[config.mk]
export PLATFORM = sky130hd
export DESIGN_NAME = wdma_dat_in
export DESIGN_NICKNAME = d
export VERILOG_FILES = /design/src/common/wdma_cfg_pkg.sv /design/src/common/wdma_data_pkg.sv /design/src/source/wdma_nan_counter.sv /design/src/source/wdma_pipe_fifo.sv /design/src/wdma_dat_in/wdma_beat_tracker.sv /design/src/wdma_dat_in/wdma_dat_in.sv /design/src/wdma_dat_in/wdma_lane_router.sv
export SDC_FILE = /design/constraint.sdc
export NUM_CORES = 2
export LEC_CHECK = 0
export BUFFER_PORTS_ARGS = -buffer_cell sky130_fd_sc_hd__clkbuf_2
export CAP_MARGIN = 10
export CELL_PAD_IN_SITES_DETAIL_PLACEMENT = 1
export CELL_PAD_IN_SITES_GLOBAL_PLACEMENT = 1
export CORE_AREA = 2 2 517 519
export CTS_BUF_LIST = sky130_fd_sc_hd__clkbuf_4
export CTS_CLUSTER_DIAMETER = 40
export DETAILED_ROUTE_END_ITERATION = 8
export DIE_AREA = 0 0 519 521
export GPL_ROUTABILITY_DRIVEN = 0
export PLACE_DENSITY = 0.63
export SETUP_SLACK_MARGIN = 0.15
export SLEW_MARGIN = 20
export SYNTH_ARGS = -nofsm -noshare
export SYNTH_HDL_FRONTEND = slang
export SYNTH_SLANG_ARGS = --single-unit
[constraint.sdc]
create_clock -name nvdla_core_clk -period 32.2 [get_ports nvdla_core_clk]
set_clock_uncertainty 0.15 [all_clocks]
set_input_delay 4.83 -clock nvdla_core_clk [delete_from_list [all_inputs] [get_ports nvdla_core_clk]]
set_output_delay 4.83 -clock nvdla_core_clk [all_outputs]
set_load 0.01 [all_outputs]
[src/common/wdma_cfg_pkg.sv]
// write-DMA input configuration package: precision codes, command and status widths
`default_nettype none

package wdma_cfg_pkg;

  // ====================
  // output precision
  // ====================

  // 2-bit code from the output precision register
  typedef logic [1:0] precision_t;

  localparam precision_t prec_int8  = 2'd0;
  localparam precision_t prec_int16 = 2'd1;
  localparam precision_t prec_fp16  = 2'd2;

  // ====================
  // split command
  // ====================

  // beat count minus one for one burst
  localparam int spt_size_w = 14;

  typedef logic [spt_size_w-1:0] spt_size_t;

  // ====================
  // status
  // ====================

  // saturating NaN element counter
  localparam int nan_cnt_w = 32;

  typedef logic [nan_cnt_w-1:0] nan_cnt_t;

endpackage

`default_nettype wire

[src/common/wdma_data_pkg.sv]
// write-DMA input data package: word width, lane count and the fp16 view of a data word
`default_nettype none

package wdma_data_pkg;

  // ====================
  // sizes
  // ====================

  // one datapath output word
  localparam int dw = 256;

  // lane FIFOs behind the router
  localparam int lane_num = 4;

  // fp16 elements in one word
  localparam int fp16_elems = 16;

  // ====================
  // element and word types
  // ====================

  // one half-precision element, sign at the top
  typedef struct packed {
    logic       sign;
    logic [4:0] expo;
    logic [9:0] mant;
  } fp16_t;

  // exponent value shared by inf and NaN
  localparam logic [4:0] fp16_expo_max = 5'h1f;

  // same word seen as raw bits or as packed fp16 elements
  // element 0 sits in bits [15:0]
  typedef union packed {
    logic [dw-1:0]               raw;
    fp16_t [fp16_elems-1:0]      elem;
  } dat_word_t;

  // one enable bit per lane
  typedef logic [lane_num-1:0] lane_sel_t;

endpackage

`default_nettype wire

[src/source/wdma_nan_counter.sv]
// write-DMA NaN counter: counts fp16 NaN elements of accepted beats into a saturating status
`default_nettype none

module wdma_nan_counter (
  input  logic                     nvdla_core_clk,
  input  logic                     nvdla_core_rstn,
  input  logic                     op_load,
  input  wdma_cfg_pkg::precision_t out_precision,
  input  logic                     in_dat_accept,
  input  wdma_data_pkg::dat_word_t dp2wdma_pd,
  output wdma_cfg_pkg::nan_cnt_t   nan_output_num
);
  import wdma_cfg_pkg::*;
  import wdma_data_pkg::*;

  logic                              cfg_do_fp16;
  logic [$clog2(fp16_elems+1)-1:0]   beat_nan_num;
  logic [nan_cnt_w:0]                cnt_sum;
  nan_cnt_t                          cnt_nxt;

  assign cfg_do_fp16 = (out_precision == prec_fp16);

  // ====================
  // per-beat detection
  // ====================

  // NaN is max exponent with a non-zero mantissa, inf does not count
  always_comb begin
    beat_nan_num = '0;
    for (int i = 0; i < fp16_elems; i++) begin
      if (cfg_do_fp16 && (dp2wdma_pd.elem[i].expo == fp16_expo_max) &&
          (dp2wdma_pd.elem[i].mant != '0)) begin
        beat_nan_num = beat_nan_num + 1'b1;
      end
    end
  end

  // ====================
  // saturating status
  // ====================

  // carry out means the sum wrapped, so pin at all ones
  assign cnt_sum = {1'b0, nan_output_num} + beat_nan_num;
  assign cnt_nxt = cnt_sum[nan_cnt_w] ? '1 : cnt_sum[nan_cnt_w-1:0];

  always_ff @(posedge nvdla_core_clk or negedge nvdla_core_rstn) begin
    if (!nvdla_core_rstn) begin
      nan_output_num <= '0;
    end else if (op_load) begin
      nan_output_num <= '0;
    end else if (in_dat_accept) begin
      nan_output_num <= cnt_nxt;
    end
  end

endmodule

`default_nettype wire

[src/source/wdma_pipe_fifo.sv]
// lane pipe FIFO: two-entry valid/ready buffer with registered data and full throughput
`default_nettype none

module wdma_pipe_fifo (
  input  logic                     nvdla_core_clk,
  input  logic                     nvdla_core_rstn,
  input  logic                     wr_pvld,
  output logic                     wr_prdy,
  input  wdma_data_pkg::dat_word_t wr_pd,
  output logic                     rd_pvld,
  input  logic                     rd_prdy,
  output wdma_data_pkg::dat_word_t rd_pd
);
  import wdma_data_pkg::*;

  dat_word_t  mem [2];
  logic       wr_ptr;
  logic       rd_ptr;
  logic [1:0] count;
  logic       wr_en;
  logic       rd_en;

  // full only with both entries taken
  assign wr_prdy = (count != 2'd2);
  assign rd_pvld = (count != 2'd0);
  assign rd_pd   = mem[rd_ptr];

  assign wr_en = wr_pvld & wr_prdy;
  assign rd_en = rd_pvld & rd_prdy;

  always_ff @(posedge nvdla_core_clk) begin
    if (wr_en) begin
      mem[wr_ptr] <= wr_pd;
    end
  end

  // pointers and occupancy
  always_ff @(posedge nvdla_core_clk or negedge nvdla_core_rstn) begin
    if (!nvdla_core_rstn) begin
      wr_ptr <= 1'b0;
      rd_ptr <= 1'b0;
      count  <= 2'd0;
    end else begin
      if (wr_en) begin
        wr_ptr <= ~wr_ptr;
      end
      if (rd_en) begin
        rd_ptr <= ~rd_ptr;
      end
      case ({wr_en, rd_en})
        2'b10:   count <= count + 2'd1;
        2'b01:   count <= count - 2'd1;
        default: count <= count;
      endcase
    end
  end

endmodule

`default_nettype wire

[src/wdma_dat_in/wdma_beat_tracker.sv]
// write-DMA beat tracker: holds the split command and counts the beats of its burst
`default_nettype none

module wdma_beat_tracker (
  input  logic                    nvdla_core_clk,
  input  logic                    nvdla_core_rstn,
  input  logic                    spt_pvld,
  output logic                    spt_prdy,
  input  wdma_cfg_pkg::spt_size_t spt_pd,
  input  logic                    in_dat_accept,
  output wdma_cfg_pkg::spt_size_t beat_count,
  output logic                    is_last_beat
);
  import wdma_cfg_pkg::*;

  spt_size_t spt_size;
  logic      spt_vld;
  logic      spt_done;
  logic      spt_load;

  // ====================
  // command hold
  // ====================

  // last beat of the held burst goes in this cycle
  assign spt_done = in_dat_accept & is_last_beat;

  // free slot, or the slot empties on this edge
  assign spt_prdy = ~spt_vld | spt_done;
  assign spt_load = spt_pvld & spt_prdy;

  always_ff @(posedge nvdla_core_clk or negedge nvdla_core_rstn) begin
    if (!nvdla_core_rstn) begin
      spt_vld <= 1'b0;
    end else if (spt_prdy) begin
      spt_vld <= spt_pvld;
    end
  end

  always_ff @(posedge nvdla_core_clk) begin
    if (spt_load) begin
      spt_size <= spt_pd;
    end
  end

  // ====================
  // beat counter
  // ====================

  // size field is beats minus one
  assign is_last_beat = (beat_count == spt_size);

  always_ff @(posedge nvdla_core_clk or negedge nvdla_core_rstn) begin
    if (!nvdla_core_rstn) begin
      beat_count <= '0;
    end else if (in_dat_accept) begin
      if (is_last_beat) begin
        beat_count <= '0;
      end else begin
        beat_count <= beat_count + 1'b1;
      end
    end
  end

endmodule

`default_nettype wire

[src/wdma_dat_in/wdma_dat_in.sv]
// write-DMA data input that routes datapath beats into four lane FIFOs and counts fp16 NaNs
`default_nettype none

module wdma_dat_in (
  input  logic                     nvdla_core_clk,
  input  logic                     nvdla_core_rstn,
  input  logic                     op_load,
  input  wdma_cfg_pkg::precision_t out_precision,
  input  logic                     spt_pvld,
  output logic                     spt_prdy,
  input  wdma_cfg_pkg::spt_size_t  spt_pd,
  input  logic                     dp2wdma_valid,
  output logic                     dp2wdma_ready,
  input  wdma_data_pkg::dat_word_t dp2wdma_pd,
  output logic                     dfifo0_rd_pvld,
  input  logic                     dfifo0_rd_prdy,
  output wdma_data_pkg::dat_word_t dfifo0_rd_pd,
  output logic                     dfifo1_rd_pvld,
  input  logic                     dfifo1_rd_prdy,
  output wdma_data_pkg::dat_word_t dfifo1_rd_pd,
  output logic                     dfifo2_rd_pvld,
  input  logic                     dfifo2_rd_prdy,
  output wdma_data_pkg::dat_word_t dfifo2_rd_pd,
  output logic                     dfifo3_rd_pvld,
  input  logic                     dfifo3_rd_prdy,
  output wdma_data_pkg::dat_word_t dfifo3_rd_pd,
  output wdma_cfg_pkg::nan_cnt_t   nan_output_num
);
  import wdma_cfg_pkg::*;
  import wdma_data_pkg::*;

  spt_size_t beat_count;
  logic      in_dat_accept;
  lane_sel_t lane_wr_pvld;
  lane_sel_t lane_wr_prdy;
  dat_word_t lane_wr_pd [lane_num];
  lane_sel_t lane_rd_pvld;
  lane_sel_t lane_rd_prdy;
  dat_word_t lane_rd_pd [lane_num];

  // ====================
  // command and routing
  // ====================

  wdma_beat_tracker u_beat_tracker (
    .nvdla_core_clk  (nvdla_core_clk),
    .nvdla_core_rstn (nvdla_core_rstn),
    .spt_pvld        (spt_pvld),
    .spt_prdy        (spt_prdy),
    .spt_pd          (spt_pd),
    .in_dat_accept   (in_dat_accept),
    .beat_count      (beat_count),
    .is_last_beat    ()
  );

  wdma_lane_router u_lane_router (
    .out_precision (out_precision),
    .dp2wdma_valid (dp2wdma_valid),
    .dp2wdma_pd    (dp2wdma_pd),
    .beat_count    (beat_count),
    .lane_wr_prdy  (lane_wr_prdy),
    .lane_wr_pvld  (lane_wr_pvld),
    .lane_wr_pd    (lane_wr_pd),
    .dp2wdma_ready (dp2wdma_ready),
    .in_dat_accept (in_dat_accept)
  );

  wdma_nan_counter u_nan_counter (
    .nvdla_core_clk  (nvdla_core_clk),
    .nvdla_core_rstn (nvdla_core_rstn),
    .op_load         (op_load),
    .out_precision   (out_precision),
    .in_dat_accept   (in_dat_accept),
    .dp2wdma_pd      (dp2wdma_pd),
    .nan_output_num  (nan_output_num)
  );

  // ====================
  // lane FIFOs
  // ====================

  for (genvar i = 0; i < lane_num; i++) begin : g_dfifo
    wdma_pipe_fifo u_dfifo (
      .nvdla_core_clk  (nvdla_core_clk),
      .nvdla_core_rstn (nvdla_core_rstn),
      .wr_pvld         (lane_wr_pvld[i]),
      .wr_prdy         (lane_wr_prdy[i]),
      .wr_pd           (lane_wr_pd[i]),
      .rd_pvld         (lane_rd_pvld[i]),
      .rd_prdy         (lane_rd_prdy[i]),
      .rd_pd           (lane_rd_pd[i])
    );
  end

  // lane arrays to the named read ports
  assign lane_rd_prdy = {dfifo3_rd_prdy, dfifo2_rd_prdy, dfifo1_rd_prdy, dfifo0_rd_prdy};
  assign {dfifo3_rd_pvld, dfifo2_rd_pvld, dfifo1_rd_pvld, dfifo0_rd_pvld} = lane_rd_pvld;
  assign dfifo0_rd_pd = lane_rd_pd[0];
  assign dfifo1_rd_pd = lane_rd_pd[1];
  assign dfifo2_rd_pd = lane_rd_pd[2];
  assign dfifo3_rd_pd = lane_rd_pd[3];

endmodule

`default_nettype wire

[src/wdma_dat_in/wdma_lane_router.sv]
// write-DMA lane router: per-beat lane enables, lane data slices and input ready merge
`default_nettype none

module wdma_lane_router (
  input  wdma_cfg_pkg::precision_t  out_precision,
  input  logic                      dp2wdma_valid,
  input  wdma_data_pkg::dat_word_t  dp2wdma_pd,
  input  wdma_cfg_pkg::spt_size_t   beat_count,
  input  wdma_data_pkg::lane_sel_t  lane_wr_prdy,
  output wdma_data_pkg::lane_sel_t  lane_wr_pvld,
  output wdma_data_pkg::dat_word_t  lane_wr_pd [wdma_data_pkg::lane_num],
  output logic                      dp2wdma_ready,
  output logic                      in_dat_accept
);
  import wdma_cfg_pkg::*;
  import wdma_data_pkg::*;

  logic      cfg_do_8;
  lane_sel_t lane_en;

  // any non-int8 code takes the 16-bit path
  assign cfg_do_8 = (out_precision == prec_int8);

  // ====================
  // lane enables
  // ====================

  always_comb begin
    lane_en = '0;
    if (cfg_do_8) begin
      // one lane per beat, rotating
      lane_en[beat_count[1:0]] = 1'b1;
    end else if (beat_count[0]) begin
      lane_en = 4'b1100;
    end else begin
      lane_en = 4'b0011;
    end
  end

  // ====================
  // lane data
  // ====================

  // odd lanes of a 16-bit pair carry the upper half, zero extended
  always_comb begin
    for (int i = 0; i < lane_num; i++) begin
      if (!cfg_do_8 && (i % 2 == 1)) begin
        lane_wr_pd[i].raw = {{(dw/2){1'b0}}, dp2wdma_pd.raw[dw-1:dw/2]};
      end else begin
        lane_wr_pd[i] = dp2wdma_pd;
      end
    end
  end

  // ====================
  // handshake merge
  // ====================

  // lanes not enabled this beat never hold it back
  assign dp2wdma_ready = &(lane_wr_prdy | ~lane_en);
  assign in_dat_accept = dp2wdma_valid & dp2wdma_ready;

  // all enabled lanes write together or none does
  assign lane_wr_pvld = lane_en & {lane_num{in_dat_accept}};

endmodule

`default_nettype wire
Word-level counts from Yosys, hierarchy flattened
Memories as Yosys holds them, arrays and structs flattened.
Cells that the tools add are included.
Storage, ports and cells
  register bits: 77
  bits in writable memories: 2048
  input port bits: 281
  output and inout bits: 1062
  word-level logic and storage cells: 198
  memories: 4
Memory list
  g_dfifo[0].u_dfifo.mem: depth 2, width 256, read ports 1, clocked after Yosys merged registers in 0, write ports 1, line wdma_pipe_fifo.sv:16  | dat_word_t mem [2];
  g_dfifo[1].u_dfifo.mem: depth 2, width 256, read ports 1, clocked after Yosys merged registers in 0, write ports 1, line wdma_pipe_fifo.sv:16
  g_dfifo[2].u_dfifo.mem: depth 2, width 256, read ports 1, clocked after Yosys merged registers in 0, write ports 1, line wdma_pipe_fifo.sv:16
  g_dfifo[3].u_dfifo.mem: depth 2, width 256, read ports 1, clocked after Yosys merged registers in 0, write ports 1, line wdma_pipe_fifo.sv:16
Operators by class
  $add $sub $neg: 25
  order comparisons: 2
  equality and inequality tests: 30
  muxes and demuxes: 37
  bitwise logic cells: 24
  reduce and logical (&&, ||, !) cells: 60
Operator list (number)
  256-bit two-way mux: 1
  10-bit nonzero test: 16
  32-bit two-way mux: 3
  5-bit equality test, second input constant: 16
  5-bit two-way mux: 15
  5-bit by 1-bit adder with 5-bit output, second input constant: 14
  32-bit by 5-bit adder with 33-bit output: 1
  1-bit logical AND: 33
  2-bit nonzero test: 9
  2-bit case mux with 2 select lines: 4
  14-bit by 1-bit adder with 14-bit output, second input constant: 1
  14-bit equality test: 1
  14-bit two-way mux: 1
  1-bit AND: 11
  2-bit equality test, second input constant: 5
  1-bit two-way mux: 10
  1-bit NOT: 9
  2-bit by 1-bit adder with 2-bit output, second input constant: 4
  2-bit by 1-bit equality test with 1-bit output, second input constant: 4
  4-bit two-way mux: 2
  2-bit != test, second input constant: 4
  2-bit by 1-bit subtractor with 2-bit output, second input constant: 4
  4-bit AND: 1
  4-bit NOT: 1
  other kinds (8): 8

Logic depth before layout (Yosys ltp)
  depth after elaboration: 38
  gate-level depth with buffers: 57
  depth with buffers taken out: 57

Cells and area by module
From an unflattened synthesis, not the netlist that was laid out.
Unflattened totals
  cells, all modules: 5288
  area total of the unflattened synthesis: 92830.3 µm²
Modules (own cells, without submodules)
  wdma_pipe_fifo: instances 4, cells an instance 814, area each 19677.6 µm², seq. area each 15474.8 µm²
  wdma_lane_router: instances 1, cells an instance 1353, area each 8406.8 µm², seq. area each 0.0 µm²
  wdma_nan_counter: instances 1, cells an instance 563, area each 4327.9 µm², seq. area each 800.8 µm²
  wdma_beat_tracker: instances 1, cells an instance 116, area each 1385.1 µm², seq. area each 795.8 µm²

Least setup slack after synthesis
Ideal clock, no wire load.
  kind: input to register
  start point: in out_precision[1]
  end point: mem g_dfifo[0].u_dfifo.mem[0][0] (netlist name), enable pin
  library setup time: 877 ps
  arrival: 17336 ps
  data required time: 31173 ps
  path slack: 13837 ps
  stages on the path: 11
  path through: nor2_1 > clkbuf_1 > nor2_1 > o21ai_0 > o21ai_0 > a211oi_1 > nand2_1 > clkbuf_1 > or3_1 > clkbuf_1 > nor2_1
Between the ends
  cells in the longest elaborated chain, start to end: 10
Ends and longest elaborated chain
  from (decl): line wdma_dat_in.sv:8  | input wdma_cfg_pkg::precision_t out_precision,
  2-bit logical NOT: line wdma_lane_router.sv:22  | assign cfg_do_8 = (out_precision == prec_int8);
  4-bit two-way mux: line wdma_lane_router.sv:30  | if (cfg_do_8) begin
  4-bit NOT: line wdma_lane_router.sv:60  | assign dp2wdma_ready = &(lane_wr_prdy | ~lane_en);
  4-bit bitwise OR: line wdma_lane_router.sv:60
  4-bit AND reduction: line wdma_lane_router.sv:60
  net dp2wdma_ready: line wdma_dat_in.sv:13  | output logic dp2wdma_ready,
  1-bit AND: line wdma_lane_router.sv:61  | assign in_dat_accept = dp2wdma_valid & dp2wdma_ready;
  4-bit AND: line wdma_lane_router.sv:64  | assign lane_wr_pvld = lane_en & {lane_num{in_dat_accept}};
  1-bit AND: line wdma_pipe_fifo.sv:28  | assign wr_en = wr_pvld & wr_prdy;
  1-bit two-way mux: line wdma_pipe_fifo.sv:32  | if (wr_en) begin
  1-bit two-way mux (not written as such): line wdma_pipe_fifo.sv:33  | mem[wr_ptr] <= wr_pd;
  to (decl): line wdma_pipe_fifo.sv:16
The timed path passes the listed nets, and every way through them passes these cells.

Worst setup path in the final report
  start point: in out_precision[0]
  end point: reg u_nan_counter.nan_output_num[29]
Between the ends
  cells in the longest elaborated chain, start to end: 38
  elaborated cells between the ends (all ways): 75
  those cells by class: add/sub: 16; eq/ne: 1; mux: 20; bitwise: 3; reduce/logical: 35
Ends and longest elaborated chain
  2-bit equality test: line wdma_nan_counter.sv:21  | assign cfg_do_fp16 = (out_precision == prec_fp16);
  1-bit logical AND (2 in a row): line wdma_nan_counter.sv:31  | if (cfg_do_fp16 && (dp2wdma_pd.elem[i].expo == fp16_expo_max) &&
  1-bit two-way mux: line wdma_nan_counter.sv:31
  1-bit by 1-bit adder with 2-bit output: line wdma_nan_counter.sv:33  | beat_nan_num = beat_nan_num + 1'b1;
  5-bit two-way mux: line wdma_nan_counter.sv:31
  5-bit by 1-bit adder with 5-bit output: line wdma_nan_counter.sv:33
  5-bit two-way mux: line wdma_nan_counter.sv:31
  5-bit by 1-bit adder with 5-bit output: line wdma_nan_counter.sv:33
  [21 not listed]
  5-bit by 1-bit adder with 5-bit output: line wdma_nan_counter.sv:33
  5-bit two-way mux: line wdma_nan_counter.sv:31
  5-bit by 1-bit adder with 5-bit output: line wdma_nan_counter.sv:33
  5-bit two-way mux: line wdma_nan_counter.sv:31
  32-bit by 5-bit adder with 33-bit output: line wdma_nan_counter.sv:43  | assign cnt_sum = {1'b0, nan_output_num} + beat_nan_num;
  32-bit two-way mux: line wdma_nan_counter.sv:44  | assign cnt_nxt = cnt_sum[nan_cnt_w] ? '1 : cnt_sum[nan_cnt_w-1:0];
  32-bit two-way mux: line wdma_nan_counter.sv:51  | end else if (in_dat_accept) begin
  32-bit two-way mux: line wdma_nan_counter.sv:49  | end else if (op_load) begin
  to (signal assigned): line wdma_nan_counter.sv:52  | nan_output_num <= cnt_nxt;
  to (decl): line wdma_nan_counter.sv:11  | output wdma_cfg_pkg::nan_cnt_t nan_output_num
Parallel ways exist; a longest one is shown, timed or not. The select of a mux whose other input is x is not followed.
A chain may end at the register's enable or synchronous reset.

==> results by stage <==
Run status:
- The flow ran to the end, and the final reports show no timing, DRC or antenna violations.

Finish:
- The signed area change from the synthesized netlist to the final layout is 22.7%.
- In the layout the commonest cells are edfxtp_1, clkbuf_2, mux2_2, clkbuf_4, and2_1.
- Summing all multi-input logic gate instances after layout gives 18300 µm².
- Cells fill 38.3% of the core in the end.
- Registers take 63500 µm².
- The net count reported at finish is 6413.
- With fillers left out, the area of the finished cells amounts to 101000 µm².
- Of the cells placed in the final design, the portion with a size suffix greater than 1 is 54.5%.
- The most common cell after layout, fill and taps aside is edfxtp_1.
- After filler insertion, the fill cell instance count of the layout stands at 27169.

Critical path:
- The total buffers and inverters traversed by the critical path is 6.
- The required time of the critical path is 33350 ps.
- The master of the slowest instance on the critical path is or4_1.
- The highest cell delay on the worst timing path is 1030 ps.
- STA classifies the critical path startpoint as an input pin.
- The worst setup path is captured at a flip-flop.
- The logic depth of the worst path, buffers included is 53.
- The endpoint arrival time on the critical path is 17980 ps.
- The worst register-to-register path has a setup slack of 25740 ps.
- Measured in cells, the most critical reg-to-reg path has a length of 13.
- The kind of cell adding the most delay to the critical path is simple AND/OR/NAND/NOR gates.
- The most common cell type on the critical path is ha_1.
- The critical path is of the input pin to flip-flop type.
- The highest net fanout along the worst path is 28.

Pwr:
- The share of total power dissipated in sequential elements is 41.7%.
- Across the VDD grid, the largest voltage drop is 0.0923 mV.
- The switching power share of the total is 34.3%.
- The reported leakage power is 36.6 nW.
- The total power per unit cell area is 87.2 nW/µm².
- The combinational fraction of design power is 30.5%.
- The internal power is 5.79 mW.
- Per report_power, the clock group accounts for 27.8% of the total.
- Summed over all nets, the switching power comes to 3.02 mW.

Placement:
- Once placement finished, the instance area stood at 93700 µm².
- Input and output buffers added on the ports amount to 1342.
- After legalization and detailed placement, the total HPWL measured 205000 µm.

Routing:
- For this block, the routed nets add up to 296000 µm of wire.
- After detailed routing, the number of remaining DRC violations is 0.
- The routed wire length per instance is 29.3 µm.
- The residual antenna-violating net count after detailed routing is 0.
- The overall via count from detail_route is 48713.
- The number of violations reported at the end of detailed-routing iteration 0 is 3403.
- The via count normalized by instance count is 4.83.
- The number of detailed-route iterations in the first pass is 7.

Timing:
- The setup-violating endpoint count in the final report is 0.
- The share of the clock period used by the worst path after layout is 52.3%.
- At the pin with the least slew margin, the transition time is 1040 ps.
- The total negative setup slack is 0 ps.
- The routed design could run at a clock period as short as 16830 ps.
- The normalized max-slew margin is 30.6%.
- The final max-slew violation count is 0.
- The number of hold-slack violations in the final timing report came to 0.
- Setup repair after global routing left no endpoint under its margin.
- Derived from the worst setup path, the maximum achievable clock frequency is 59.4 MHz.

Clock tree:
- TritonCTS built the clock tree.
- The number of clock buffers added by TritonCTS is 578.
- The clock edge transition at the registers on the reported setup and hold paths is 70 ps.
- The number of buffers added to fix hold violations after cts is 0.
- The buffer count from post-CTS setup fixing is 0.
- In this run, post-CTS repair resized a total of 0 instances.
- The clock tree root driver cell is clkbuf_4.
- The number of H-tree levels is 6.
- The largest buffer count on any clock path is 4.
- The clock network latency to the later pin of the worst-skew pair is 1470 ps.
- The number of clock sinks is 2125.

Floorplanning:
- The area of the placeable core is 264000 µm².
- Once the floorplan was initialized, standard cells occupied 31.2% of the core.
- The boundary pin count is 1343.
- The number of placement rows is 189.
- The floorplan step set the die height to 521 µm.
- The width of the die is 519 µm.
- The total die area is 270000 µm².

Synth:
- The cell count after synthesis is 4272.
- The netlist uses 80 different library cells.
- Counting flops with an async set or reset pin after synthesis yields a share of 2.96%.
- The proportion of synthesized chip area in sequential cells is 77.0%.
- Summing every instance area after synthesis gives 82500 µm².
- Synthesis inferred 2125 register bits.
- The number of flops mapped to enable cells by yosys is 2062.
- The total of warnings raised by yosys is 0.
- Counting every net in the synthesized netlist gives 4581.
- The commonest register cell after synthesis is edfxtp_1.
- A synthesized cell averages 19.3 µm².

Global routing:
- The largest net degree at the start of global routing is 104.
- The residual overflow from global routing is 0.
- The number of antenna violations at the first check in global routing came to 52.
- The first global-routing pass estimated 408000 µm of wire.
- The number of global-route vias before repair is 51794.
- Global routing consumed, over all layers together, 21.2% of the routing resources.

Job:
- The number of max-capacitance violations reported is 0.

Hold path:
- The worst hold path class is flip-flop to flip-flop.
- Counting instances, the worst hold path has a depth of 1.
[power groups by stage]
stage	logic (mW)	clock network, mW	registers, mW
after floorplan	1.42	0	3.84
after global placement	2.72	0	3.72
after detailed placement	2.73	0	3.75
after CTS	2.74	2.53	3.69
after global routing	2.83	2.65	3.72
final	2.69	2.45	3.68
[metal layers]
metal	vias to the layer above	GRT usage, %	part of all wire, %
met5	-	0	0.073
met4	34	6.42	2.7
met3	442	8.24	9.5
met2	2072	35.0	48
met1	25406	25.4	40
li1	20759	-	-
[path summary, 6_finish.rpt]
path,start,end
hold reg to reg,g_dfifo[0].u_dfifo.count[1],g_dfifo[0].u_dfifo.count[1]
setup / recovery,out_precision[0],u_nan_counter.nan_output_num[29]
min in group asynchronous,nvdla_core_rstn,u_beat_tracker.spt_vld
hold / removal,g_dfifo[0].u_dfifo.count[1],g_dfifo[0].u_dfifo.count[1]
setup reg to reg,u_beat_tracker.beat_count[0],g_dfifo[1].u_dfifo.mem[1][184]
max in group asynchronous,nvdla_core_rstn,g_dfifo[1].u_dfifo.rd_ptr
[area by class of cell]
type	instances	area share [%]
Clock buffer	863	6.40
Inverter	30	0.111
Tap cell	3533	4.37
Sequential cell	2125	62.8
Clock inverter	136	0.881
Antenna cell	24	0.0594
Multi-Input combinational cell	1944	18.1
Timing Repair Buffer	1425	7.32
[worst register-to-register path: stages, from the launching register on]
cell and delay, ps:
dfrtp_1 550, inv_1 140, ha_1 250, a22o_1 210, a211oi_1 280, buf_4 190, nand2_1 60, buf_4 230
or3_1 530, nor2_4 240, buf_4 660, buf_4 760, buf_4 890, buf_4 830
[cell usage after synthesis, drive strengths merged, types with 4 or more instances]
| library cell | count | area share [%] |
|---|---|---|
| nor2b | 6 | 0.046 |
| and4 | 13 | 0.14 |
| nand2b | 4 | 0.039 |
| nor2 | 96 | 0.44 |
| dfrtp | 63 | 1.9 |
| nand4 | 19 | 0.15 |
| buf | 9 | 0.049 |
| or3 | 5 | 0.038 |
| nor3 | 29 | 0.20 |
| o21ai | 36 | 0.22 |
| xor2 | 45 | 0.51 |
| inv | 30 | 0.14 |
| nor4 | 38 | 0.30 |
| a311oi | 9 | 0.096 |
| or2 | 6 | 0.046 |
| a211oi | 15 | 0.14 |
| a21oi | 38 | 0.23 |
| nand2 | 59 | 0.27 |
| edfxtp | 2062 | 75 |
| nand3 | 52 | 0.32 |
| ha | 27 | 0.41 |
| o21a | 8 | 0.073 |
| xnor2 | 55 | 0.60 |
| mux2i | 5 | 0.061 |
| and3 | 17 | 0.13 |
| and2 | 142 | 1.1 |
| xnor3 | 5 | 0.14 |
| a31oi | 13 | 0.099 |
| clkbuf | 164 | 0.75 |
| mux2 | 1157 | 16 |
[stage by stage]
| stage | setup slack, ps | hold WS (ps) | std cells | total power, mW |
|---|---|---|---|---|
| 2_1_floorplan | 13840 | 298 | 4272 | 5.26 |
| 3_3_place_gp | 14450 | 319 | 9056 | 6.44 |
| 5_1_grt | 14610 | 363 | 10065 | 9.20 |
| 6_report | 15370 | 350 | 10080 | 8.82 |
| 4_1_cts | 15510 | 349 | 10056 | 8.96 |
| 3_5_place_dp | 13880 | 333 | 9057 | 6.47 |
[cells by family (layout without fill, tap and decap cells)]
| kind of cell | count (synthesis) | count (layout) | share of synthesized area, % |
|---|---|---|---|
| multiplexers | 1162 | 1162 | 15.9 |
| other | 0 | 24 | 0 |
| flip-flops | 2125 | 2125 | 77.0 |
| AO/OA/AOI/OAI | 150 | 150 | 1.20 |
| buffers and inverters | 203 | 2454 | 0.932 |
| AND/OR/NAND/NOR | 499 | 499 | 3.32 |
| XOR/XNOR | 105 | 105 | 1.25 |
| adder cells (fa/ha/maj) | 28 | 28 | 0.434 |
[sequential cells by signal, indices dropped and copies added, names as in the netlist]
register / flops
u_beat_tracker.spt_vld: 1
g_dfifo.u_dfifo.mem: 2048
g_dfifo.u_dfifo.count: 8
u_beat_tracker.spt_size: 14
u_nan_counter.nan_output_num: 32
u_beat_tracker.beat_count: 14
g_dfifo.u_dfifo.rd_ptr: 4
g_dfifo.u_dfifo.wr_ptr: 4
Note: power is estimated with default switching activity, not from simulation.
